--- src/spi/spi_byte_link.sv ---
`timescale 1ns/1ns

module spi_byte_link (
  input  logic       clk,
  input  logic       cass_out_sel_n,
  input  logic       sck,
  input  logic       cs_n,
  input  logic       mosi,
  output logic       miso,
  output logic [7:0] rx_byte,
  output logic       rx_valid,
  input  logic [7:0] tx_byte,
  input  logic       tx_load
);

  logic [2:0] sck_r;
  logic [2:0] cs_r;
  logic [2:0] mosi_r;
  logic       sck_rise;
  logic       sck_fall;
  logic       cs_active;
  logic [2:0] bitcnt;
  logic [7:0] rx_sr;
  logic [7:0] tx_hold;  // reply waiting for the byte boundary
  logic       tx_pend;
  logic [7:0] tx_sr;

  // spi runs mode 0 from the esp, sampled on clk
  always_ff @(posedge clk or negedge cass_out_sel_n) begin
    if (!cass_out_sel_n) begin
      sck_r  <= 3'b000;
      cs_r   <= 3'b111;  // deselected
      mosi_r <= 3'b000;
    end else begin
      sck_r  <= {sck_r[1:0], sck};
      cs_r   <= {cs_r[1:0], cs_n};
      mosi_r <= {mosi_r[1:0], mosi};
    end
  end

  assign sck_rise  = (sck_r[2:1] == 2'b01);
  assign sck_fall  = (sck_r[2:1] == 2'b10);
  assign cs_active = ~cs_r[2];

  // receive side
  always_ff @(posedge clk or negedge cass_out_sel_n) begin
    if (!cass_out_sel_n) begin
      bitcnt   <= 3'd0;
      rx_valid <= 1'b0;
    end else begin
      rx_valid <= cs_active && sck_rise && (bitcnt == 3'd7);  // eighth bit in
      if (!cs_active)
        bitcnt <= 3'd0;
      else if (sck_rise)
        bitcnt <= bitcnt + 3'd1;
    end
  end

  always_ff @(posedge clk) begin
    if (sck_rise)
      rx_sr <= {rx_sr[6:0], mosi_r[2]};  // mosi as it stood before the edge
  end

  assign rx_byte = rx_sr;

  // transmit side, reply goes out during the byte after the command
  always_ff @(posedge clk or negedge cass_out_sel_n) begin
    if (!cass_out_sel_n) begin
      tx_pend <= 1'b0;
      tx_sr   <= 8'h00;
    end else begin
      if (!cs_active) begin
        tx_sr <= 8'h00;
      end else if (sck_fall) begin
        if (bitcnt == 3'd0)
          tx_sr <= tx_pend ? tx_hold : 8'h00;  // boundary, msb goes out now
        else
          tx_sr <= {tx_sr[6:0], 1'b0};
      end
      if (tx_load)
        tx_pend <= 1'b1;
      else if (cs_active && sck_fall && (bitcnt == 3'd0))
        tx_pend <= 1'b0;  // consumed
    end
  end

  always_ff @(posedge clk) begin
    if (tx_load)
      tx_hold <= tx_byte;
  end

  assign miso = cs_active & tx_sr[7];  // low when deselected

endmodule

--- config.mk ---
export PLATFORM = sky130hd
export DESIGN_NAME = spi_byte_link
export DESIGN_NICKNAME = d
export VERILOG_FILES = /design/src/spi/spi_byte_link.sv
export SDC_FILE = /design/constraint.sdc
export NUM_CORES = 1
export LEC_CHECK = 0
export ABC_AREA = 0
export BUFFER_PORTS_ARGS = -buffer_cell sky130_fd_sc_hd__buf_2
export CAP_MARGIN = 20
export CORE_MARGIN = 10
export CORE_UTILIZATION = 53
export CTS_CLUSTER_SIZE = 20
export DETAILED_ROUTE_END_ITERATION = 7
export GPL_TIMING_DRIVEN = 0
export PLACE_DENSITY = 0.76
export SKIP_CTS_REPAIR_TIMING = 1
export SLEW_MARGIN = 20
export SYNTH_ARGS = -nofsm -noshare
export SYNTH_HDL_FRONTEND = slang
export SYNTH_SLANG_ARGS = --single-unit
--- constraint.sdc ---
create_clock -name clk -period 2.15 [get_ports clk]
set_clock_uncertainty 0.15 [all_clocks]
set_input_delay 0.215 -clock clk [delete_from_list [all_inputs] [get_ports clk]]
set_output_delay 0.215 -clock clk [all_outputs]
set_load 0.02 [all_outputs]
### Yosys cells after proc, flatten, opt, wreduce, memory -nomap -nowiden

Cells that the tools add are included.

* bits in registers: 38
* input port bits: 14
* output and inout bits: 10
* logic and storage cells: 31

* $add $sub $neg: 1
* equal/unequal tests: 3
* muxes and demuxes: 8
* bitwise operators: 2
* reduce and logical (&&, ||, !) cells: 8

Operators with widths (count)
* 2-to-1 mux 8 bit: 4
* 2-to-1 mux 3 bit: 2
* nonzero test 2 bit: 3
* logical AND 1 bit: 4
* adder 3 x 1 -> 3 bit (second input constant): 1
* == test 3 bit (second input constant): 1
* logical NOT 3 bit: 1
* == test 2 x 1 -> 1 bit (second input constant): 1
* == test 2 bit (second input constant): 1
* 2-to-1 mux 1 bit: 2
* AND 1 bit: 1
* inverter 1 bit: 1

### Longest topological paths before layout

* word-level depth: 5
* mapped depth: 7
* mapped depth without buffers: 5

### Least setup slack after synthesis

Ideal clock, no wire load.

* kind: register -> register
* from: reg bitcnt[0]
* to: reg tx_sr[0]
* library setup time: 78 ps
* arrival: 1343 ps
* data required time: 1922 ps
* setup slack: 579 ps
* stages on the path, launching flop included: 8
* path buffers: 2
* period minus slack after synthesis: 1571 ps
* path through: dfrtp_1 inv_1 ha_1 buf_4 nand2b_4 buf_6 or3_1 a21oi_1

* longest elaborated chain between the ends: 4

Ends and longest elaborated chain
* start, declared: line 22 `logic [2:0] bitcnt;`
* start signal, assigned: line 55 `bitcnt <= bitcnt + 3'd1;`
* logical NOT 3 bit: line 75 `if (bitcnt == 3'd0)`
* 2-to-1 mux 8 bit: line 75
* 2-to-1 mux 8 bit: line 74 `end else if (sck_fall) begin`
* 2-to-1 mux 8 bit: line 72 `if (!cs_active) begin`
* end signal, assigned: line 76 `tx_sr <= tx_pend ? tx_hold : 8'h00;`
* end signal, assigned: line 78 `tx_sr <= {tx_sr[6:0], 1'b0};`
* end, declared: line 26 `logic [7:0] tx_sr;`

Every way passes these cells. The select of a mux whose other input is x is not followed.
A chain may end at the register's enable or synchronous reset.

### Final worst setup path

Ends and elaborated chain as after synthesis.

==> impl_metrics.csv <==
group,metric,value,unit
placement,dp_hpwl,1700,microns
cts,clkSinkCount,38,
worst_setup_path,endpoint,"tx_sr[0]",
power,clock_power_share,0.279,
detailed_routing,top_layer,"met4",
placement,io_buffers,23,
logic_synthesis,synth_area_leaders,"edfxtp_1 (34%), dfrtp_1 (34%), dfstp_2 (5.6%)",
die,fp-row-count,18,
cts,clockBufferDepth,2,
logic_synthesis,netlist_area,1410,sq um
detailed_routing,ant_nets,0,
detailed_routing,drt-initial-drc-count,44,
cts,tritoncts,"built",
cts,cts_made_buffers,5,
worst_setup_path,reg2reg_from,"bitcnt[0]",
cts,cts-root-buf,"clkbuf_4",
logic_synthesis,synthMuxAreaShare,0.0142,
logic_synthesis,synthCells,96,
logic_synthesis,synth_cell_type_count,23,
die,core,2520,sq um
worst_setup_path,rrSetupSlack,0.45,ns
cts,clkLatencyLatePin,0.34,ns
layout,drive_gt1_frac,0.266,
sta,finalMaxSlewViolations,0,
logic_synthesis,synth_nets,113,
power,seqPwrFrac,0.614,
worst_setup_path,crit_path_end_kind,"flip-flop",
die,die_w,71.7,microns
sta,fin_setup_tns,0,ns
global_routing,grt_remaining_overflow,0,
detailed_routing,met3_length,173,microns
global_routing,grt_max_degree,23,
logic_synthesis,ys_warn_count,0,
sta,rsz0062_at_grt,"false",
detailed_routing,routed_wirelength,2470,microns
sta,max_freq,0.589,GHz
logic_synthesis,ys_top_cells_by_count,"dfrtp_1 (19), edfxtp_1 (16), nor2_1 (10)",
die,boundaryPins,24,
worst_setup_path,reg2reg_depth,7,
detailed_routing,drtPass1Iterations,4,
logic_synthesis,synth_top_area_share,0.340,
power,total_leakage_power,0.000753,uW
placement,dp_slack,0.495,ns
cts,htree_levels,2,
sta,max_slew.worst_pin.slew,0.485,ns
sta,fin_ws,0.454,ns
hold_path,hold_class,"primary input to flip-flop",
sta,hold_viol,0,
global_routing,grt_use_total,0.0931,
worst_setup_path,cp-start-kind,"flip-flop",
worst_setup_path,critical_path_class,"flip-flop to flip-flop",
sta,setup_viol,0,
worst_setup_path,reg2reg_to,"tx_sr[0]",
worst_setup_path,crit_fanout,9,
logic_synthesis,async_reset_ff_frac,0.579,
logic_synthesis,ys_seq_area_frac,0.732,
detailed_routing,drt-met1-wl,1070,microns
die,die_y,71.7,microns
power,power_frac_comb,0.107,
logic_synthesis,synth_top_family_by_area,"simple AND/OR/NAND/NOR gates",
power,p_per_area,770,nW/um^2
logic_synthesis,yosysMostFrequentCell,"dfrtp_1",
logic_synthesis,synth-compound-area-share,0.0522,
sta,relSlewSlack,0.677,
worst_setup_path,arrival,1.81,ns
detailed_routing,drc,0,
logic_synthesis,yosys.area_share.simple,0.136,
placement,gp_congestion,0.811,
logic_synthesis,ys_ff_latch,38,
detailed_routing,wl_per_cell,14.6,microns
logic_synthesis,synth_ff_type,"dfrtp_1",
logic_synthesis,synthAdderAreaFrac,0.0265,
flow_run,drv_cap,0,
die,dieArea,5130,sq um
layout,n_antenna_cell,0,
worst_setup_path,cp.required,2.27,ns
run_status,outcome,"complete, no violations",
sta,timing.final.crit_share,0.789,
cts,clkSlewWorstSetupHoldPaths,0.11,ns
power,power.switching,316,uW
detailed_routing,viasPerCell,5.10,
global_routing,grt_pass1_wl,3840,microns
global_routing,antenna_found_initial,0,
power,irDropWorstVdd,0.703,mV
worst_setup_path,crit_start,"bitcnt[0]",
sta,period_minus_slack,1.70,ns
logic_synthesis,synth_edf_count,16,
logic_synthesis,synthXorXnorAreaFrac,0.00619,
power,netSwitchingFraction,0.235,
die,initial_core_util,0.561,
layout,syn_to_final_growth,23.5,%
power,internal_power,1030,uW
detailed_routing,via_count,862,
global_routing,grt_pass1_vias,824,
layout,nNetsFinal,155,
logic_synthesis,avgSynthCellArea,14.7,sq um
logic_synthesis,yosys.area.top_type,"edfxtp_1",
detailed_routing,route.met2.wl,1180,microns
==> power by group through the flow <==
stage	combinational, uW	clock, uW	sequential (uW)
2_1_floorplan	67.0	0	851
3_3_place_gp	124	0	840
3_5_place_dp	128	0	843
4_1_cts	129	385	828
5_1_grt	160	411	833
6_report	144	375	827
==> layer usage <==
metal | global-route usage | up-vias
met3 | 0.0427 | 6
met1 | 0.107 | 409
met2 | 0.140 | 22
li1 | - | 425
met5 | 0 | -
met4 | 0.0516 | 0
==> area by class of cell <==
| class | instances | area (sq um) |
|---|---|---|
| flip-flops and latches | 38 | 1030 |
| repair buffers | 35 | 235 |
| fillers | 184 | 776 |
| clock buffers | 7 | 55.1 |
| multi-input cells | 49 | 333 |
| well taps | 30 | 37.5 |
| clock inverters | 1 | 5.00 |
| plain buffers | 6 | 35.0 |
| inverters | 3 | 11.3 |
==> per-stage QoR <==
| stage | instances | total power (uW) | area, sq um | util | hold WS [ns] |
|---|---|---|---|---|---|
| finish | 169 | 1350 | 1750 | 0.692 | 0.0865 |
| global route | 169 | 1400 | 1750 | 0.692 | 0.0820 |
| CTS | 157 | 1340 | 1630 | 0.645 | -0.320 |
| detailed placement | 149 | 971 | 1570 | 0.621 | 0.0582 |
| global placement | 149 | 963 | 1570 | 0.621 | 0.0499 |
| floorplan | 96 | 918 | 1410 | - | -0.231 |
==> registers in the layout, summed over array words and instances, names as in the netlist <==
| signal | count |
|---|---|
| sck_r | 3 |
| rx_byte | 8 |
| bitcnt | 3 |
| tx_hold | 8 |
| tx_sr | 8 |
| rx_valid | 1 |
| cs_r | 3 |
| tx_pend | 1 |
| mosi_r | 3 |
==> kinds of logic after synthesis <==
family,Yosys count
buf+inv,9
flops,38
xor+xnor,1
compound gates,9
mux,2
simple gates,34
fa+ha+maj,3
==> cells in the final DEF, fill, tap and decap left out, types with 3 or more instances in the layout <==
master,count
nand2b_1,3
dlygate4sd3_1,12
a311oi_1,7
nand4b_1,7
dfstp_2,3
ha_1,3
inv_1,3
clkbuf_1,4
dfrtp_1,19
clkbuf_4,5
buf_2,24
nor2_1,10
nand2_1,9
edfxtp_1,16
==> worst min path at each step <==
stage | end | start | depth (start not counted) | slack [ns]
2_1_floorplan | bitcnt[0] | cass_out_sel_n | 0 | -0.23
3_3_place_gp | tx_pend | cass_out_sel_n | 1 | 0.05
3_5_place_dp | tx_pend | cass_out_sel_n | 1 | 0.06
4_1_cts | bitcnt[2] | cass_out_sel_n | 1 | -0.32
5_1_grt | tx_hold[5] | tx_load | 1 | 0.08
6_report | tx_hold[3] | tx_load | 1 | 0.09
==> critical path, cell delays in order, from the launching register on <==
cell	delay (ns)
dfrtp_1	0.40
inv_1	0.09
ha_1	0.17
buf_4	0.16
nand2b_4	0.06
buf_6	0.13
or3_1	0.33
a21oi_1	0.14
No activity file was read; power rests on OpenSTA's default activity.
