<file path="src/common/trs_io_pkg.sv">
package trs_io_pkg;

  // sizes
  localparam int ram_aw   = 12;                // 4 kbyte shared ram, 64 pages of 64
  localparam int trs_aw   = 16;                // z80 address bus
  localparam int bp_slots = 8;
  localparam int bp_iw    = $clog2(bp_slots);  // slot index width

  // esp command codes, numbering kept from the full trs-io command set
  localparam logic [7:0] cmd_get_cookie       = 8'd0;
  localparam logic [7:0] cmd_bram_poke        = 8'd1;
  localparam logic [7:0] cmd_bram_peek        = 8'd2;
  localparam logic [7:0] cmd_set_breakpoint   = 8'd6;
  localparam logic [7:0] cmd_clear_breakpoint = 8'd7;
  localparam logic [7:0] cmd_enable_bp        = 8'd11;
  localparam logic [7:0] cmd_disable_bp       = 8'd12;
  localparam logic [7:0] cmd_xray_resume      = 8'd13;
  localparam logic [7:0] cmd_get_version      = 8'd15;
  localparam logic [7:0] cmd_set_led          = 8'd26;

  // reply constants
  localparam logic [7:0] cookie_val  = 8'haf;
  localparam logic [7:0] version_val = {3'd0, 5'd3};  // major 0, minor 3

  // parser to breakpoint unit ops
  localparam logic [2:0] bp_op_set     = 3'd0;
  localparam logic [2:0] bp_op_clear   = 3'd1;
  localparam logic [2:0] bp_op_enable  = 3'd2;
  localparam logic [2:0] bp_op_disable = 3'd3;
  localparam logic [2:0] bp_op_resume  = 3'd4;

  // parser states
  localparam logic ps_idle = 1'b0;
  localparam logic ps_read = 1'b1;  // collecting parameter bytes

  // the three parameter bytes, first received byte in the top bits
  typedef union packed {
    struct packed {
      logic [7:0] addr_lo;
      logic [7:0] addr_hi;
      logic [7:0] data;     // poke only
    } mem_view;
    struct packed {
      logic [7:0] slot;
      logic [7:0] addr_lo;
      logic [7:0] addr_hi;
    } bp_view;
  } cmd_args_u;

endpackage

</file>
<file path="src/spi/esp_cmd_parser.sv">
`timescale 1ns/1ns

module esp_cmd_parser (
  input  logic                          clk,
  input  logic                          cass_out_sel_n,
  input  logic [7:0]                    rx_byte,
  input  logic                          rx_valid,
  output logic [7:0]                    tx_byte,
  output logic                          tx_load,
  output logic                          bp_cmd,
  output logic [2:0]                    bp_op,
  output trs_io_pkg::cmd_args_u         bp_args,
  output logic                          esp_req,
  output logic                          esp_we,
  output logic [trs_io_pkg::ram_aw-1:0] esp_addr,
  output logic [7:0]                    esp_wdata,
  input  logic                          esp_gnt,
  input  logic [7:0]                    esp_rdata,
  input  logic                          esp_rvalid,
  output logic [2:0]                    led
);
  import trs_io_pkg::*;

  logic       state;
  logic [7:0] cmd;
  logic [1:0] left;   // parameter bytes still to come
  logic [1:0] idx;
  logic       fire;   // action cycle
  cmd_args_u  args;
  logic [15:0] mem_addr;

  assign bp_args  = args;
  assign mem_addr = {args.mem_view.addr_hi, args.mem_view.addr_lo};

  always_ff @(posedge clk or negedge cass_out_sel_n) begin
    if (!cass_out_sel_n) begin
      state <= ps_idle;
      cmd   <= cmd_get_cookie;
      left  <= 2'd0;
      idx   <= 2'd0;
      fire  <= 1'b0;
    end else begin
      fire <= 1'b0;
      if (rx_valid) begin
        if (state == ps_idle) begin
          cmd <= rx_byte;
          idx <= 2'd0;
          case (rx_byte)
            cmd_bram_poke, cmd_set_breakpoint: begin
              left  <= 2'd3;
              state <= ps_read;
            end
            cmd_bram_peek: begin
              left  <= 2'd2;
              state <= ps_read;
            end
            cmd_clear_breakpoint, cmd_set_led: begin
              left  <= 2'd1;
              state <= ps_read;
            end
            cmd_get_cookie, cmd_get_version, cmd_enable_bp,
            cmd_disable_bp, cmd_xray_resume:
              fire <= 1'b1;  // no parameters
            default: ;  // unknown, stay idle
          endcase
        end else begin
          idx <= idx + 2'd1;
          if (left == 2'd1) begin
            fire  <= 1'b1;
            state <= ps_idle;
          end else begin
            left <= left - 2'd1;
          end
        end
      end
    end
  end

  always_ff @(posedge clk) begin
    if (rx_valid && (state == ps_read)) begin
      case (idx)
        2'd0:    args[23:16] <= rx_byte;
        2'd1:    args[15:8]  <= rx_byte;
        default: args[7:0]   <= rx_byte;
      endcase
    end
  end

  // breakpoint ops straight from the action cycle
  always_comb begin
    bp_cmd = 1'b0;
    bp_op  = bp_op_set;
    if (fire) begin
      case (cmd)
        cmd_set_breakpoint:   begin bp_cmd = 1'b1; bp_op = bp_op_set;     end
        cmd_clear_breakpoint: begin bp_cmd = 1'b1; bp_op = bp_op_clear;   end
        cmd_enable_bp:        begin bp_cmd = 1'b1; bp_op = bp_op_enable;  end
        cmd_disable_bp:       begin bp_cmd = 1'b1; bp_op = bp_op_disable; end
        cmd_xray_resume:      begin bp_cmd = 1'b1; bp_op = bp_op_resume;  end
        default: ;
      endcase
    end
  end

  always_ff @(posedge clk or negedge cass_out_sel_n) begin
    if (!cass_out_sel_n) begin
      esp_req <= 1'b0;
      esp_we  <= 1'b0;
      led     <= 3'd0;
      tx_load <= 1'b0;
    end else begin
      tx_load <= esp_rvalid;  // peek data is the reply
      if (esp_gnt)
        esp_req <= 1'b0;
      if (fire) begin
        case (cmd)
          cmd_bram_poke: begin
            esp_req <= 1'b1;
            esp_we  <= 1'b1;
          end
          cmd_bram_peek: begin
            esp_req <= 1'b1;
            esp_we  <= 1'b0;
          end
          cmd_set_led:                     led     <= args.bp_view.slot[2:0];  // 1st byte
          cmd_get_cookie, cmd_get_version: tx_load <= 1'b1;
          default: ;
        endcase
      end
    end
  end

  always_ff @(posedge clk) begin
    if (fire && ((cmd == cmd_bram_poke) || (cmd == cmd_bram_peek))) begin
      esp_addr  <= mem_addr[ram_aw-1:0];  // upper page bits fold onto ram size
      esp_wdata <= args.mem_view.data;
    end
    if (esp_rvalid)
      tx_byte <= esp_rdata;
    else if (fire && (cmd == cmd_get_cookie))
      tx_byte <= cookie_val;
    else if (fire && (cmd == cmd_get_version))
      tx_byte <= version_val;
  end

endmodule

</file>
<file path="config.mk">
export PLATFORM = sky130hd
export DESIGN_NAME = esp_cmd_parser
export DESIGN_NICKNAME = d
export VERILOG_FILES = /design/src/common/trs_io_pkg.sv /design/src/spi/esp_cmd_parser.sv
export SDC_FILE = /design/constraint.sdc
export NUM_CORES = 1
export LEC_CHECK = 0
export ABC_AREA = 1
export ABC_CLOCK_PERIOD_IN_PS = 1900
export BUFFER_PORTS_ARGS = -buffer_cell sky130_fd_sc_hd__buf_4
export CAP_MARGIN = 20
export CORE_MARGIN = 10
export CORE_UTILIZATION = 46
export DETAILED_ROUTE_END_ITERATION = 16
export GPL_ROUTABILITY_DRIVEN = 1
export PLACE_DENSITY = 0.81
export SLEW_MARGIN = 0
export SYNTH_ARGS = -nofsm -noshare
export SYNTH_HDL_FRONTEND = slang
export SYNTH_SLANG_ARGS = --single-unit
</file>
<file path="constraint.sdc">
create_clock -name clk -period 1.9 [get_ports clk]
set_input_delay 0.285 -clock clk [delete_from_list [all_inputs] [get_ports clk]]
set_output_delay 0.285 -clock clk [all_outputs]
set_load 0.01 [all_outputs]
</file>
# Word-level counts from Yosys, hierarchy flattened
# Cells that the tools add are included.
# word_totals
regBits	72
input_bits	21
out_inout_bits	62
word_cells	90
# classes
n_addsub	2
eq_ne	21
muxes	24
bitwise	2
n_reduce_logical	26
# ops
op	count
$eq A8 B4 Y1 const B	8
$eq A8 B3 Y1 const B	4
$mux W8	3
$eq A8 B1 Y1 const B	2
$eq A8 B2 Y1 const B	2
$eq A8 B5 Y1 const B	2
$logic_not A8 Y1	2
$reduce_or A5 Y1	3
$mux W1	14
$pmux W3 S4	1
$reduce_and A2 Y1	6
$reduce_or A2 Y1	5
$mux W2	3
$pmux W2 S3	1
$eq A2 B1 Y1 const B	2
$logic_and A1 B1 Y1	4
$reduce_bool A4 Y1	1
$mux W3	1
$reduce_and A3 Y1	1
$reduce_bool A3 Y1	1
$add A2 B1 Y2 const B	1
$logic_not A2 Y1	1
$ne A2 B2 Y1 const B	1
$not A1 Y1	2
4 further kinds	4

# Longest topological paths before layout
# depth
ltp_word	5
depth_mapped	9
ltp_nobuf	9

# Worst setup path after synthesis
# No wires, ideal clock.
# synth_path
path_kind	flip-flop to flip-flop
startpoint	register cmd[1]
endpoint	register esp_addr[0] (netlist name), enable pin
setup_ns	0.397
t_arrival_ns	1.597
slack_ns	-0.093
stages_incl_launch_ff	6
period_less_slack_ns	1.993
cell_sequence	dfrtp_1 inv_2 nand2_1 inv_1 o211ai_1 nor2_1
# synth_between
elab_chain_len	3
elab_cells_between_ends	4
# synth_rtl
element	line_no	source
start, declared	esp_cmd_parser.sv:25	logic [7:0] cmd;
start signal, assigned	esp_cmd_parser.sv:38	cmd <= cmd_get_cookie;
start signal, assigned	esp_cmd_parser.sv:46	cmd <= rx_byte;
$eq A8 B1 Y1 / $eq A8 B2 Y1 (equally long branches)	esp_cmd_parser.sv:134	if (fire && ((cmd == cmd_bram_poke) || (cmd == cmd_bram_peek))) begin
$logic_or A1 B1 Y1 *	esp_cmd_parser.sv:134	
$logic_and A1 B1 Y1 *	esp_cmd_parser.sv:134	
end signal, assigned	esp_cmd_parser.sv:135	esp_addr <= mem_addr[ram_aw-1:0];
end, declared	esp_cmd_parser.sv:15	output logic [trs_io_pkg::ram_aw-1:0] esp_addr,
# Every way passes the cells marked *; elsewhere a longest branch is shown, timed or not.
# A chain may end at the register's enable or synchronous reset.

# Final worst setup path
# layout_path
startpoint	register cmd[5]
endpoint	output bp_cmd
# layout_between
elab_chain_len	4
elab_cells_between_ends	8
# layout_rtl
element	line_no	source
$eq A8 B4 Y1 / $eq A8 B3 Y1 (equally long branches)	esp_cmd_parser.sv:94	case (cmd)
$reduce_or A5 Y1 (no line) *	n/a	
$mux W1 *	esp_cmd_parser.sv:94	
$mux W1 *	esp_cmd_parser.sv:93	if (fire) begin
end, declared	esp_cmd_parser.sv:10	output logic bp_cmd,
# Marks and branches as above.

==> flow_summary.toml <==
[timing]
rsz0062_at_grt = "true"
finalClockSkew_ns = 0.00790
final.min_clock_period_ns = 1.86
slew_viol_final = 0
holdWs_ns = 0.133
fmaxAchievable_mhz = 537
hold_violations = 0
max_slew_margin = 0.796
worstMarginPinSlew_ns = 0.303
finalCritPeriodShare = 0.980
finalSetupViolCount = 0

[detailed_routing]
drt_wl_total_um = 6600
firstDrtPassIters = 4
post_drt_wl_per_cell_um = 15.7
drt_iter0_drc = 143
vias = 2055
drt-vias-per-instance = 4.89
drc_errors = 0
ant_nets = 0

[pwr]
power_frac_clock = 0.339
p_per_area_nw_per_um2 = 970
peakVddDrop_uv = 592
p_comb_frac = 0.148
p_sw_frac = 0.262
p_seq_frac = 0.513
power.total_mw = 3.75
p_int_mw = 2.77
switching_power_uw = 983
power_leakage_nw = 1.75

[logic_synthesis]
yosys_register_bits = 72
yosysTopAreaCell = "edfxtp_1"
synth_top_family_by_area = "simple AND/OR/NAND/NOR gates"
ys_types = 26
synth_fa_ha_area_frac = 0.0131
synthMuxAreaShare = 0
synth-simple-area-share = 0.164
syn_avg_cell_area_um2 = 11.9
synth_warnings = 0
synth_compound_area_frac = 0.0508
ys_seq_area_frac = 0.722
synth-xor-area-share = 0
syn_area_um2 = 2860
synth_nets = 263
synth_cells = 239
synth.top_cell.area_share = 0.547
synth_area_leaders = "edfxtp_1 55%, dfrtp_1 18%, nand2_1 7.1%, inv_1 4.3%, o21ai_0 3.2%"

[worst_setup_path]
crit_slowest_cell = "dfrtp_1"
reg2regPathDepth = 6
critical_path.top_delay_family = "simple AND/OR/NAND/NOR gates"
slowest_delay_ns = 0.42
path_buf_inv = 2
required_ns = 1.62
path_class = "reg -> out"
cp_common_cell = "nand2_1"
r2r_setup_slack_ns = 0.29
cp_max_fo = 7
crit_path_start_kind = "flop"
rr_endpoint = "tx_byte[0]$_SDFFCE_PN1P_"
endpoint_kind = "output pin"
arrival_ns = 1.58
r2r-start = "cmd[3]$_DFFE_PN0P_"
cp_cell_sequence = "nor2_2 -> nand3_4 -> inv_4 -> nand2_4 -> o21ai_2 -> nand2_1 -> nand2_1 -> buf_6"

[finish]
syn_to_final_growth_pct = 35.5
drive_gt1_frac = 0.357
layout.nets = 364
final_cells = 420
antennaDiodeCount = 0

[floorplan]
die_x_um = 98.8
chipHeight_um = 98.8
start_util = 0.477
core_um2 = 5990
rows = 28
ioPinCount = 83
dieArea_um2 = 9760

[global_route]
track_usage = 0.134
grt_max_degree = 21
overflow = 0
grt_antenna_before_repair = 0
grt_pass1_wl_um = 10500
first_global_vias = 2086

[cts]
cts_buffer_depth = 2
cts_root_buf = "clkbuf_8"
path_clk_slew_ns = 0.07
cts_tree = "built"
cts_buffers = 9
clock_sinks = 72
insertion_delay_ns = 0.34
htree_levels = 3

[min_path]
hold_start = "esp_gnt"
hold-path-endpoint = "esp_req$_DFF_PN0_"
min_delay_path_depth = 2
holdCritPathClass = "in -> reg"

[placed_design]
hpwl_um = 5010
place_congestion = 0.922
dp.cells = 400
numPortBuffers = 82

[outcome]
status = "complete, no violations"

[flow_run]
cap_violations = 0
worst max-delay path by stage:
stage | startpoint | end | slack, ns | cells past startpoint
after floorplan | cmd[5]$_DFFE_PN0P_ | tx_byte[0]$_SDFFCE_PN1P_ | 0.03 | 5
after global placement | cmd[5]$_DFFE_PN0P_ | tx_byte[4]$_SDFFCE_PN0P_ | 0.38 | 6
after detailed placement | cmd[3]$_DFFE_PN0P_ | tx_byte[6]$_SDFFCE_PN0P_ | 0.33 | 6
after CTS | cmd[5]$_DFFE_PN0P_ | bp_cmd | 0.02 | 8
after global routing | cmd[4]$_DFFE_PN0P_ | bp_op[0] | -0.11 | 6
final | cmd[5]$_DFFE_PN0P_ | bp_cmd | 0.04 | 8
power groups by stage:
| stage | sequential [mW] | combinational (mW) | clock (mW) |
|---|---|---|---|
| 2_1_floorplan | 1.95 | 0.302 | 0 |
| 3_3_place_gp | 1.94 | 0.492 | 0 |
| 3_5_place_dp | 1.95 | 0.516 | 0 |
| 4_1_cts | 1.92 | 0.519 | 1.30 |
| 5_1_grt | 1.94 | 0.627 | 1.36 |
| 6_report | 1.92 | 0.556 | 1.27 |
cells in the final DEF, fill, tap and decap left out, drive strengths merged, types with 4 or more instances in the layout:
cell type  count
buf           90
clkbuf        10
dfrtp         20
edfxtp        52
inv           36
nand2         56
nand3         11
nand4          4
nor2          21
o21ai         22
metrics by stage:
stage | setup TNS, ns | setup slack [ns] | util | instance area, µm²
floorplan | 0 | 0.0303 | - | 2860
global placement | 0 | 0.382 | 0.600 | 3600
detailed placement | 0 | 0.333 | 0.600 | 3600
CTS | 0 | 0.0229 | 0.637 | 3820
global route | -0.310 | -0.111 | 0.646 | 3870
finish | 0 | 0.0387 | 0.646 | 3870
cell usage after synthesis, drive strengths merged:
master and count:
or2 2, nand4 4, nor3 3, nand2 56, inv 36, edfxtp 52
a31oi 1, dfrtp 20, a21oi 3, o211ai 1, o22ai 1, buf 1
nor4 1, nand3 11, nor3b 1, o21ai 22, ha 3, nor2 21
final cells by class:
class                      instances  area (µm²)
tap                               75        93.8
clock inverter                     6        83.8
timing repair buffer              91         693
sequential                        72        2060
multi-input combinational        130         671
fill                             443        2120
clock buffer                      10         128
inverter                          36         138
cells by family (layout without fill, tap and decap cells):
group | after synthesis | in the layout
AO/OA/AOI/OAI | 28 | 28
adder cells (fa/ha/maj) | 3 | 3
buffers and inverters | 37 | 143
flip-flops | 72 | 72
AND/OR/NAND/NOR | 99 | 99
flip-flops by register name (all words and copies together) (netlist names), 2 cells and up:
signal / count
cmd: 8
led: 3
idx: 2
left: 2
esp_wdata: 8
bp_args: 24
tx_byte: 8
esp_addr: 12
worst register-to-register path, delay by kind of cell, from the launching register on:
kind            cells  cell delay [ns]
compound gates      2             0.21
flops               1             0.46
buf+inv             1             0.19
simple gates        3             0.47
routing by layer:
layer / GRT usage / vias up / part of all wire / routed length [µm]
met5: 0 / - / 0 / 0
met4: 0.0474 / 0 / 0.019 / 128
met3: 0.0496 / 13 / 0.070 / 461
met2: 0.241 / 74 / 0.55 / 3610
met1: 0.140 / 967 / 0.36 / 2400
li1: - / 1001 / - / -
what timing repair did:
| action | 4_1_cts | 5_1_grt |
|---|---|---|
| hold buffers | 1 | 0 |
| resized for setup | 0 | 7 |
| hold endpoints to repair | 20 | 0 |
| setup buffers | 0 | 3 |
| setup endpoints to repair | 0 | 3 |
Note: power is estimated with default switching activity, not from simulation.
