===== config.mk =====
export PLATFORM = sky130hd
export DESIGN_NAME = breakpoint_unit
export DESIGN_NICKNAME = d
export VERILOG_FILES = /design/src/common/trs_io_pkg.sv /design/src/logic/breakpoint_unit.sv
export SDC_FILE = /design/constraint.sdc
export NUM_CORES = 1
export LEC_CHECK = 0
export BUFFER_PORTS_ARGS = -buffer_cell sky130_fd_sc_hd__buf_2
export CELL_PAD_IN_SITES_DETAIL_PLACEMENT = 1
export CELL_PAD_IN_SITES_GLOBAL_PLACEMENT = 2
export CORE_MARGIN = 2
export CORE_UTILIZATION = 48
export CTS_BUF_LIST = sky130_fd_sc_hd__clkbuf_8
export CTS_CLUSTER_SIZE = 28
export DETAILED_ROUTE_END_ITERATION = 8
export GPL_ROUTABILITY_DRIVEN = 0
export PLACE_DENSITY = 0.91
export SYNTH_ARGS = -nofsm -noshare
export SYNTH_HDL_FRONTEND = slang
export SYNTH_SLANG_ARGS = --single-unit

===== constraint.sdc =====
create_clock -name clk -period 3.9 [get_ports clk]
set_clock_uncertainty 0.15 [all_clocks]
set_input_delay 0.39 -clock clk [delete_from_list [all_inputs] [get_ports clk]]
set_output_delay 0.39 -clock clk [all_outputs]
set_load 0.01 [all_outputs]

===== src/common/trs_io_pkg.sv =====
package trs_io_pkg;

  // sizes
  localparam int ram_aw   = 12;                // 4 kbyte shared ram, 64 pages of 64
  localparam int trs_aw   = 16;                // z80 address bus
  localparam int bp_slots = 8;
  localparam int bp_iw    = $clog2(bp_slots);  // slot index width

  // esp command codes, numbering kept from the full trs-io command set
  localparam logic [7:0] cmd_get_cookie       = 8'd0;
  localparam logic [7:0] cmd_bram_poke        = 8'd1;
  localparam logic [7:0] cmd_bram_peek        = 8'd2;
  localparam logic [7:0] cmd_set_breakpoint   = 8'd6;
  localparam logic [7:0] cmd_clear_breakpoint = 8'd7;
  localparam logic [7:0] cmd_enable_bp        = 8'd11;
  localparam logic [7:0] cmd_disable_bp       = 8'd12;
  localparam logic [7:0] cmd_xray_resume      = 8'd13;
  localparam logic [7:0] cmd_get_version      = 8'd15;
  localparam logic [7:0] cmd_set_led          = 8'd26;

  // reply constants
  localparam logic [7:0] cookie_val  = 8'haf;
  localparam logic [7:0] version_val = {3'd0, 5'd3};  // major 0, minor 3

  // parser to breakpoint unit ops
  localparam logic [2:0] bp_op_set     = 3'd0;
  localparam logic [2:0] bp_op_clear   = 3'd1;
  localparam logic [2:0] bp_op_enable  = 3'd2;
  localparam logic [2:0] bp_op_disable = 3'd3;
  localparam logic [2:0] bp_op_resume  = 3'd4;

  // parser states
  localparam logic ps_idle = 1'b0;
  localparam logic ps_read = 1'b1;  // collecting parameter bytes

  // the three parameter bytes, first received byte in the top bits
  typedef union packed {
    struct packed {
      logic [7:0] addr_lo;
      logic [7:0] addr_hi;
      logic [7:0] data;     // poke only
    } mem_view;
    struct packed {
      logic [7:0] slot;
      logic [7:0] addr_lo;
      logic [7:0] addr_hi;
    } bp_view;
  } cmd_args_u;

endpackage


===== src/logic/breakpoint_unit.sv =====
`timescale 1ns/1ns

module breakpoint_unit (
  input  logic                          clk,
  input  logic                          cass_out_sel_n,
  input  logic                          bp_cmd,
  input  logic [2:0]                    bp_op,
  input  trs_io_pkg::cmd_args_u         bp_args,
  input  logic                          rd_start,
  input  logic [trs_io_pkg::trs_aw-1:0] rd_addr,
  output logic                          bp_stop,
  output logic [trs_io_pkg::bp_iw-1:0]  bp_idx
);
  import trs_io_pkg::*;

  logic [trs_aw-1:0]   bp_addr [bp_slots];
  logic [bp_slots-1:0] bp_act;
  logic                bp_en;
  logic [bp_iw-1:0]    slot;
  logic                hit;
  logic [bp_iw-1:0]    hit_idx;

  assign slot = bp_args.bp_view.slot[bp_iw-1:0];

  // downward scan so the lowest matching slot is left in hit_idx
  always_comb begin
    hit     = 1'b0;
    hit_idx = '0;
    for (int i = bp_slots - 1; i >= 0; i--) begin
      if (bp_act[i] && (bp_addr[i] == rd_addr)) begin
        hit     = 1'b1;
        hit_idx = bp_iw'(i);
      end
    end
  end

  always_ff @(posedge clk) begin
    if (bp_cmd && (bp_op == bp_op_set))
      bp_addr[slot] <= {bp_args.bp_view.addr_hi, bp_args.bp_view.addr_lo};
  end

  always_ff @(posedge clk or negedge cass_out_sel_n) begin
    if (!cass_out_sel_n) begin
      bp_act  <= '0;
      bp_en   <= 1'b0;
      bp_stop <= 1'b0;
      bp_idx  <= '0;
    end else begin
      if (bp_cmd) begin
        case (bp_op)
          bp_op_set:     bp_act[slot] <= 1'b1;
          bp_op_clear:   bp_act[slot] <= 1'b0;
          bp_op_enable:  bp_en        <= 1'b1;
          bp_op_disable: bp_en        <= 1'b0;
          bp_op_resume:  bp_stop      <= 1'b0;
          default: ;
        endcase
      end
      if (rd_start && bp_en && !bp_stop && hit) begin
        bp_stop <= 1'b1;  // held until resume
        bp_idx  <= hit_idx;
      end
    end
  end

endmodule


### Word-level counts from Yosys, hierarchy flattened

Memories as Yosys holds them, arrays and structs flattened.
Index checks and enable logic that the tools add are counted.

* magnitude comparators: 2
* equal/unequal tests: 12
* mux-type cells: 25
* bitwise operators: 3
* reduce and logical (&&, ||, !) cells: 22

Operator list (count)
* == test 16 bit: 8
* two-way mux 3 bit: 8
* one-hot mux 8 bit (2 select lines): 1
* two-way mux 1 bit: 14
* logical AND 1 bit: 13
* AND 8 bit: 1
* inverter 8 bit: 1
* bitwise OR 8 bit: 1
* nonzero test 2 bit: 4
* == test 3 x 2 -> 1 bit (second input constant): 2
* AND reduction 2 bit: 3
* < comparator 3 x 4 -> 1 bit (second input constant): 1
* demux 1 bit (select 3 bit): 1
* == test 3 x 1 -> 1 bit (second input constant): 1
* == test 3 bit (second input constant): 1
* greater-or-equal comparator 3 x 1 -> 1 bit (second input constant): 1
* zero test 3 bit: 1
* one-hot mux 1 bit (2 select lines): 1
* zero test 1 bit: 1

* memory bits (writable): 128
* output and inout bits: 4
* memories kept: 1
* word-level logic and storage cells: 69
* register bits after elaboration: 13

Memories
* bp_addr: depth 8, width 16, rd ports 8, clocked after Yosys merged registers in 0, wr ports 1, line breakpoint_unit.sv:16 `logic [trs_aw-1:0] bp_addr [bp_slots];`

### Longest topological paths before layout

Gate-level depths: netlist of the first run.

* word-level depth: 13
* gate-level depth with buffers: 8
* gate-level depth less buffers: 7

### Least setup slack after synthesis of the first run

No wires, ideal clock.

* kind: input to register
* start point: input bp_op[1]
* end point: memory bp_addr[0][0], enable pin
* library setup time: 0.411 ns
* buffers on the path: 0
* slack: 1.205 ns
* stages on the path: 3
* arrival time: 2.134 ns
* path through: nand2b_1 or4_1 nor3_1

* longest elaborated chain between the ends: 4

RTL lines
* from (decl): line breakpoint_unit.sv:7 `input logic [2:0] bp_op,`
* zero test 3 bit: line breakpoint_unit.sv:38 `if (bp_cmd && (bp_op == bp_op_set))`
* logical AND 1 bit: line breakpoint_unit.sv:38
* two-way mux 1 bit: line breakpoint_unit.sv:38
* two-way mux 1 bit (not written as such): line breakpoint_unit.sv:39 `bp_addr[slot] <= {bp_args.bp_view.addr_hi, bp_args.bp_view.addr_lo};`
* to (decl): line breakpoint_unit.sv:16

No other way between the ends.

==> run metrics, run 1 <==
antenna violations before repair=0; CTS Buffer Depth=2; Avg WL per Cell=approximately 26 microns; first-pass GRT wire length=26420 microns; Max Clock Freq=387.6 MHz; Yosys reg bits=141; total CTS buffers=17; CTS tree=done; Routed Antenna Nets=0; area grow syn2layout=12.31%; post_cts resized=0; Starting Density=0.4875; H-tree Lvls=4; Max stage delay on crit path=0.64 ns; Reg clk slew, reported paths=0.08 ns; peak supply drop=0.3644 mV; worst-margin pin slew=0.7924 ns; slew margin rel.=0.4668; clock period minus worst slack=2.580 ns; WP buf/inv=0; First-pass DRT Iterations=5; CP Class=flip-flop to flip-flop; Worst path most repeated cell=nor4_1; Post-Syn Area=0.006405 sq mm; Tcrit/Tclk final=0.6615; Crit. End Element=flip-flop; CORE AREA=around 0.013 sq mm; ys async rst share=0.09220; register area share after synthesis=0.6509; Setup TNS=0 ns; YS warnings=0; largest net degree at the start of global routing=18; FP Rows=42; Final setup viols=0; I/O pin count=51; max cap viols=0; pwr/cell area=419.6 mW/mm^2; vias per cell=5.830; setup bufs post-CTS=0; RSZ-0062 raised after global routing=false; Hold WS=0.07163 ns; DRC viols=0; clk sink count=141; initial drt markers=roughly 430; Routed WL=17860 microns; ys flop type=edfxtp_1; via count=4081; GRT overflow=0; chip width=119.5 microns; vias in the first global route=4311; Crit path max-delay family=simple AND/OR/NAND/NOR gates; clk_lat worst skew=0.45 ns; outcome=finished, final reports clean; Buffers on Ports=45; hold_buf cts=1; syn_nets=500; clk root buf=clkbuf_8; Slew Viols, Final=0; multi-input logic area=0.002125 sq mm; die area=0.01428 sq mm; crit-path max FO=2; Worst Hold Class=input pin to flip-flop; sequential cell area=about 0.0042 sq mm; Syn Inst Count=between 400 and 500; WP data arrival=approximately 2.8 ns; Post-synth EDFFs=about 130; Die Y=119.5 microns; Final Hold Viols=0; hpwl dp=13210 microns; CP required=4.07 ns; mean area per synthesized cell=14.14 sq um; slowest stage cell, crit path=nor4_1; Total GRT Usage=0.2643; Synth cell types=38; leakage=2.480 nW; CP cell instances=xor2_1 -> nor4_1 -> nand4_1 -> nor4_1 -> nor2_1 -> o21bai_1 -> a21oi_1; nets=557; share of layout cells above drive strength 1=0.1702; Critical Path Source Type=flip-flop; FILL cells=1325
-- cells by family after synthesis --
logic type	count (synthesis)	share of synthesized area
muxes	1	0.001563
DFF	141	0.6509
xor gates and xnor gates	128	0.1750
buffers and inverters	22	0.01973
and+or+nand+nor	135	0.1250
AOI/OAI and AO/OA	26	0.02774
-- final timing paths --
| path | from | to | slack [ns] | cells past startpoint |
|---|---|---|---|---|
| worst max register to register | bp_addr[5][8] | bp_idx[1] | 1.32 | 7 |
| min in group asynchronous | cass_out_sel_n | bp_stop | 0.22 | 2 |
| worst max-delay path | bp_addr[5][8] | bp_idx[1] | 1.32 | 7 |
| max in group asynchronous | cass_out_sel_n | async pin | 3.14 | 2 |
| worst min-delay path | bp_args[2] | bp_addr[6][10] | 0.07 | 1 |
| worst min register to register | bp_en | bp_en | 0.34 | 2 |
-- sequential cells by signal, indices dropped and copies added (netlist names), named ones only --
name     count
bp_stop      1
bp_idx       3
bp_en        1
bp_addr    128
-- cell usage after synthesis (all sizes together) (6+ instances only) --
| master | count | area [sq um] |
|---|---|---|
| a21o | 6 | 45.04 |
| buf | 8 | 73.82 |
| clkbuf | 10 | 37.54 |
| dfrtp | 13 | 325.3 |
| edfxtp | 128 | 3844 |
| nand2 | 13 | 48.80 |
| nand2b | 8 | 50.05 |
| nand3 | 10 | 50.05 |
| nand4 | 19 | 118.9 |
| nor2 | 16 | 60.06 |
| nor3 | 14 | 70.07 |
| nor4 | 24 | 150.1 |
| o21ai | 8 | 40.04 |
| or4 | 8 | 63.81 |
| xnor2 | 45 | 394.1 |
| xor2 | 83 | 727.0 |
-- layout by cell type (no fill, tap or decap), types with 4 or more instances in the layout --
master	n
nand4_1	19
edfxtp_1	128
a21o_1	6
nand3_1	10
nor3_1	11
nand2b_1	8
xnor2_1	45
o21ai_0	8
or4_1	7
nand4b_1	5
buf_4	10
inv_1	10
nand2_1	13
clkinv_2	4
nor4_1	24
nor2_1	16
or2_2	4
dfrtp_1	13
clkbuf_8	17
xor2_1	83
buf_2	45
-- through the flow --
step	utilization	instance area, sq um	power, W	instances	worst slack, ns
after floorplan	-	6405	0.001859	453	1.205
after global placement	0.5198	6829	0.001956	666	1.163
after detailed placement	0.5198	6829	0.001967	666	1.131
after CTS	0.5473	7191	0.003028	699	1.376
after global routing	0.5473	7191	0.003102	699	1.216
final	0.5475	7193	0.003018	700	1.320
-- area by class of cell --
cell class | instances | share of cell area
clock inverter | 15 | 0.01635
timing repair buffer | 56 | 0.04314
sequential | 141 | 0.5796
antenna | 1 | 0.0003479
clock buffer | 17 | 0.03253
inverter | 4 | 0.002087
tap | 176 | 0.03061
multi-input combinational | 290 | 0.2954
-- power breakdown --
| part | switching, W | internal [W] |
|---|---|---|
| sequential | 0.0000261 | 0.00167 |
| clock | 0.000535 | 0.000543 |
| combinational | 0.000162 | 0.0000787 |
-- metal layers --
layer	track usage	vias up	share of wire
met2	0.4132	182	0.47
met3	0.05989	53	0.068
met4	0.1551	0	0.053
met1	0.3392	2052	0.41
li1	-	1794	-
met5	0	-	0
Note: power is estimated with default switching activity, not from simulation.
==> inputs of run 2 (changes only) <==
- CORE_UTILIZATION: 48 -> 40
- PLACE_DENSITY: 0.91 -> 0.81
- clock period: 3.9 -> 2.23 ns (I/O delays scaled with it)
==> run 2 against run 1 <==
- the run now ends with setup timing left
- via count rose by 8.4%
- sequential power rose by 75%
- combinational power rose by 130%
- global-route usage fell by 2.2 points
- non-clock buffer count rose by 74
- fmax rose by 2.9%
- worst setup slack got worse by 1.6 ns
- final cell count rose by 16%
- wire length rose by 11%
- hold slack got worse by 0.037 ns
- largest power group unchanged
- core utilization fell by 3.8 points
- sequential share of layout area fell by 6.1 points
==> run metrics, run 2 (synthesis results as in run 1) <==
outcome=complete, but fails checks; failing checks=setup timing; Critical Path Source Type=flip-flop; CP required=2.46 ns; die area=approximately 0.017 sq mm; Regs by FF count=bp_addr: 128 flops, bp_idx: 3 flops; Switching Fraction=0.2527; Routed Antenna Nets=0; Comb power frac=0.098; Tcrit/Tclk final=1.124; GRT overflow=0; clk_lat worst skew=0.46 ns; chip width=130.5 microns; Max stage delay on crit path=0.56 ns; leakage=2.834 nW; crit-path max FO=3; slew margin rel.=0.5846; First-pass DRT Iterations=5; worst r2r src=bp_addr[3][5]; most flop-heavy register=bp_addr; CTS Buffer Depth=2; Final Hold Viols=0; DRC viols=0; largest net degree at the start of global routing=18; r2r setup slk=-0.28 ns; Die Y=130.5 microns; Buffers on Ports=45; Worst path most repeated cell=or4_4; Area after DPL=between 0.007 and 0.008 sq mm; max cap viols=0; non-filler instance count after layout=813; Crit. End Element=flip-flop; Largest register FFs=between 100 and 150; final worst slack=-0.2774 ns; H-tree Lvls=4; Avg WL per Cell=24.37 microns; Crit path max-delay family=simple AND/OR/NAND/NOR gates; Max Clock Freq=398.8 MHz; slowest stage cell, crit path=or4_4; RSZ-0062 raised after global routing=true; antenna violations before repair=0; r2r endpoint=bp_idx[1]; final instance area=approximately 0.0080 sq mm; WP buf/inv=0; nets=between 600 and 700; hpwl dp=14790 microns; Reg clk slew, reported paths=~0.080 ns; clock share of power=0.365; initial drt markers=about 400; share of layout cells above drive strength 1=0.2613; P_int=just over 0.004 W; Routed WL=19820 microns; placed cell count=approximately 760; WP data arrival=between 2 and 3 ns; I/O pin count=51; Final setup viols=4; FP Rows=46; switching power=0.001398 W; Final Core Density=0.5094; clock period minus worst slack=between 2 and 3 ns; via count=roughly 4400; first-pass GRT wire length=28250 microns; clk root buf=clkbuf_8; total CTS buffers=17; commonest non-fill, non-tap cell in the layout=edfxtp_1; Starting Density=0.4061; CP cell instances=xor2_1 -> or4_4 -> or4_4 -> o32ai_4 -> o21a_1 -> nor2_1 -> a21oi_1; pwr/cell area=688.5 mW/mm^2; commonest cells after routing, fill and taps aside=128 x edfxtp_1, 82 x xor2_1, 56 x buf_4; vias per cell=around 5.4; Total GRT Usage=0.2422; CORE AREA=0.01577 sq mm; Worst Hold Class=input pin to async pin; CP Class=flip-flop to flip-flop; worst-margin pin slew=0.6174 ns; vias in the first global route=4675; Slew Viols, Final=0; Worst R2R Path Depth=7; peak supply drop=0.3920 mV; setup bufs post-CTS=0; Inserted Diodes=0; Seq pwr share=0.537; clk sink count=141; CTS tree=done; area grow syn2layout=25.42%
-- run 2: cell types whose count changed in the layout (fill, tap and decap cells not counted), sizes merged --
cell / delta
buf: +49
dlygate4sd3: +23
clkinvlp: +4
inv: -3
clkbuf: +2
clkinv: -1
diode: -1
-- run 2: layout make-up --
class	count	area, sq um
multi-input combinational	290	2203
clock inverter	15	145.1
timing repair buffer	130	996.0
tap	216	270.3
sequential	141	4169
fill	1631	7737
clock buffer	17	234.0
inverter	4	15.01
-- run 2: how the worst max path moves through the flow --
| stage | cells past startpoint | startpoint | end | slack, ns |
|---|---|---|---|---|
| after floorplan | 7 | bp_addr[3][1] | bp_idx[1] | -0.06 |
| after global placement | 8 | rd_addr[2] | bp_idx[0] | -0.18 |
| after detailed placement | 9 | rd_addr[2] | bp_idx[0] | -0.30 |
| after CTS | 7 | bp_addr[3][1] | bp_idx[1] | -0.23 |
| after global routing | 7 | bp_addr[3][7] | bp_idx[1] | -0.34 |
| final | 7 | bp_addr[3][5] | bp_idx[1] | -0.28 |
-- run 2: power by group through the flow --
stage / clock network (W) / registers, W / logic [W]
global placement: 0 / 0.00302 / 0.000471
detailed placement: 0 / 0.00302 / 0.000491
floorplan: 0 / 0.00301 / 0.000247
CTS: 0.00205 / 0.00297 / 0.000533
global route: 0.00215 / 0.00297 / 0.000581
finish: 0.00202 / 0.00297 / 0.000545
-- run 2: what timing repair did --
item	4_1_cts	5_1_grt
pin swaps	1	5
hold buffers	24	0
resized for setup	7	7
endpoints found under the setup margin	4	30
hold endpoints to repair	148	0
cloned	0	2
-- run 2: stage by stage --
step | power [W] | setup WS [ns] | TNS (ns) | hold slack [ns]
finish | 0.005531 | -0.2774 | -0.7247 | 0.03480
global route | 0.005702 | -0.3380 | -0.9897 | 0.05199
CTS | 0.005550 | -0.2299 | -0.5407 | 0.004048
detailed placement | 0.003516 | -0.2999 | -0.8183 | -0.01502
global placement | 0.003496 | -0.1751 | -0.5132 | -0.01943
floorplan | 0.003253 | -0.05783 | -0.3749 | -0.2226
-- run 2: metal layers --
layer	vias up	global-route usage	routed length (microns)	part of all wire
met2	173	0.4059	9745	0.49
li1	1942	-	-	-
met1	2257	0.2985	8159	0.41
met3	50	0.05252	1149	0.058
met5	-	0	0	0
met4	0	0.1183	760	0.038
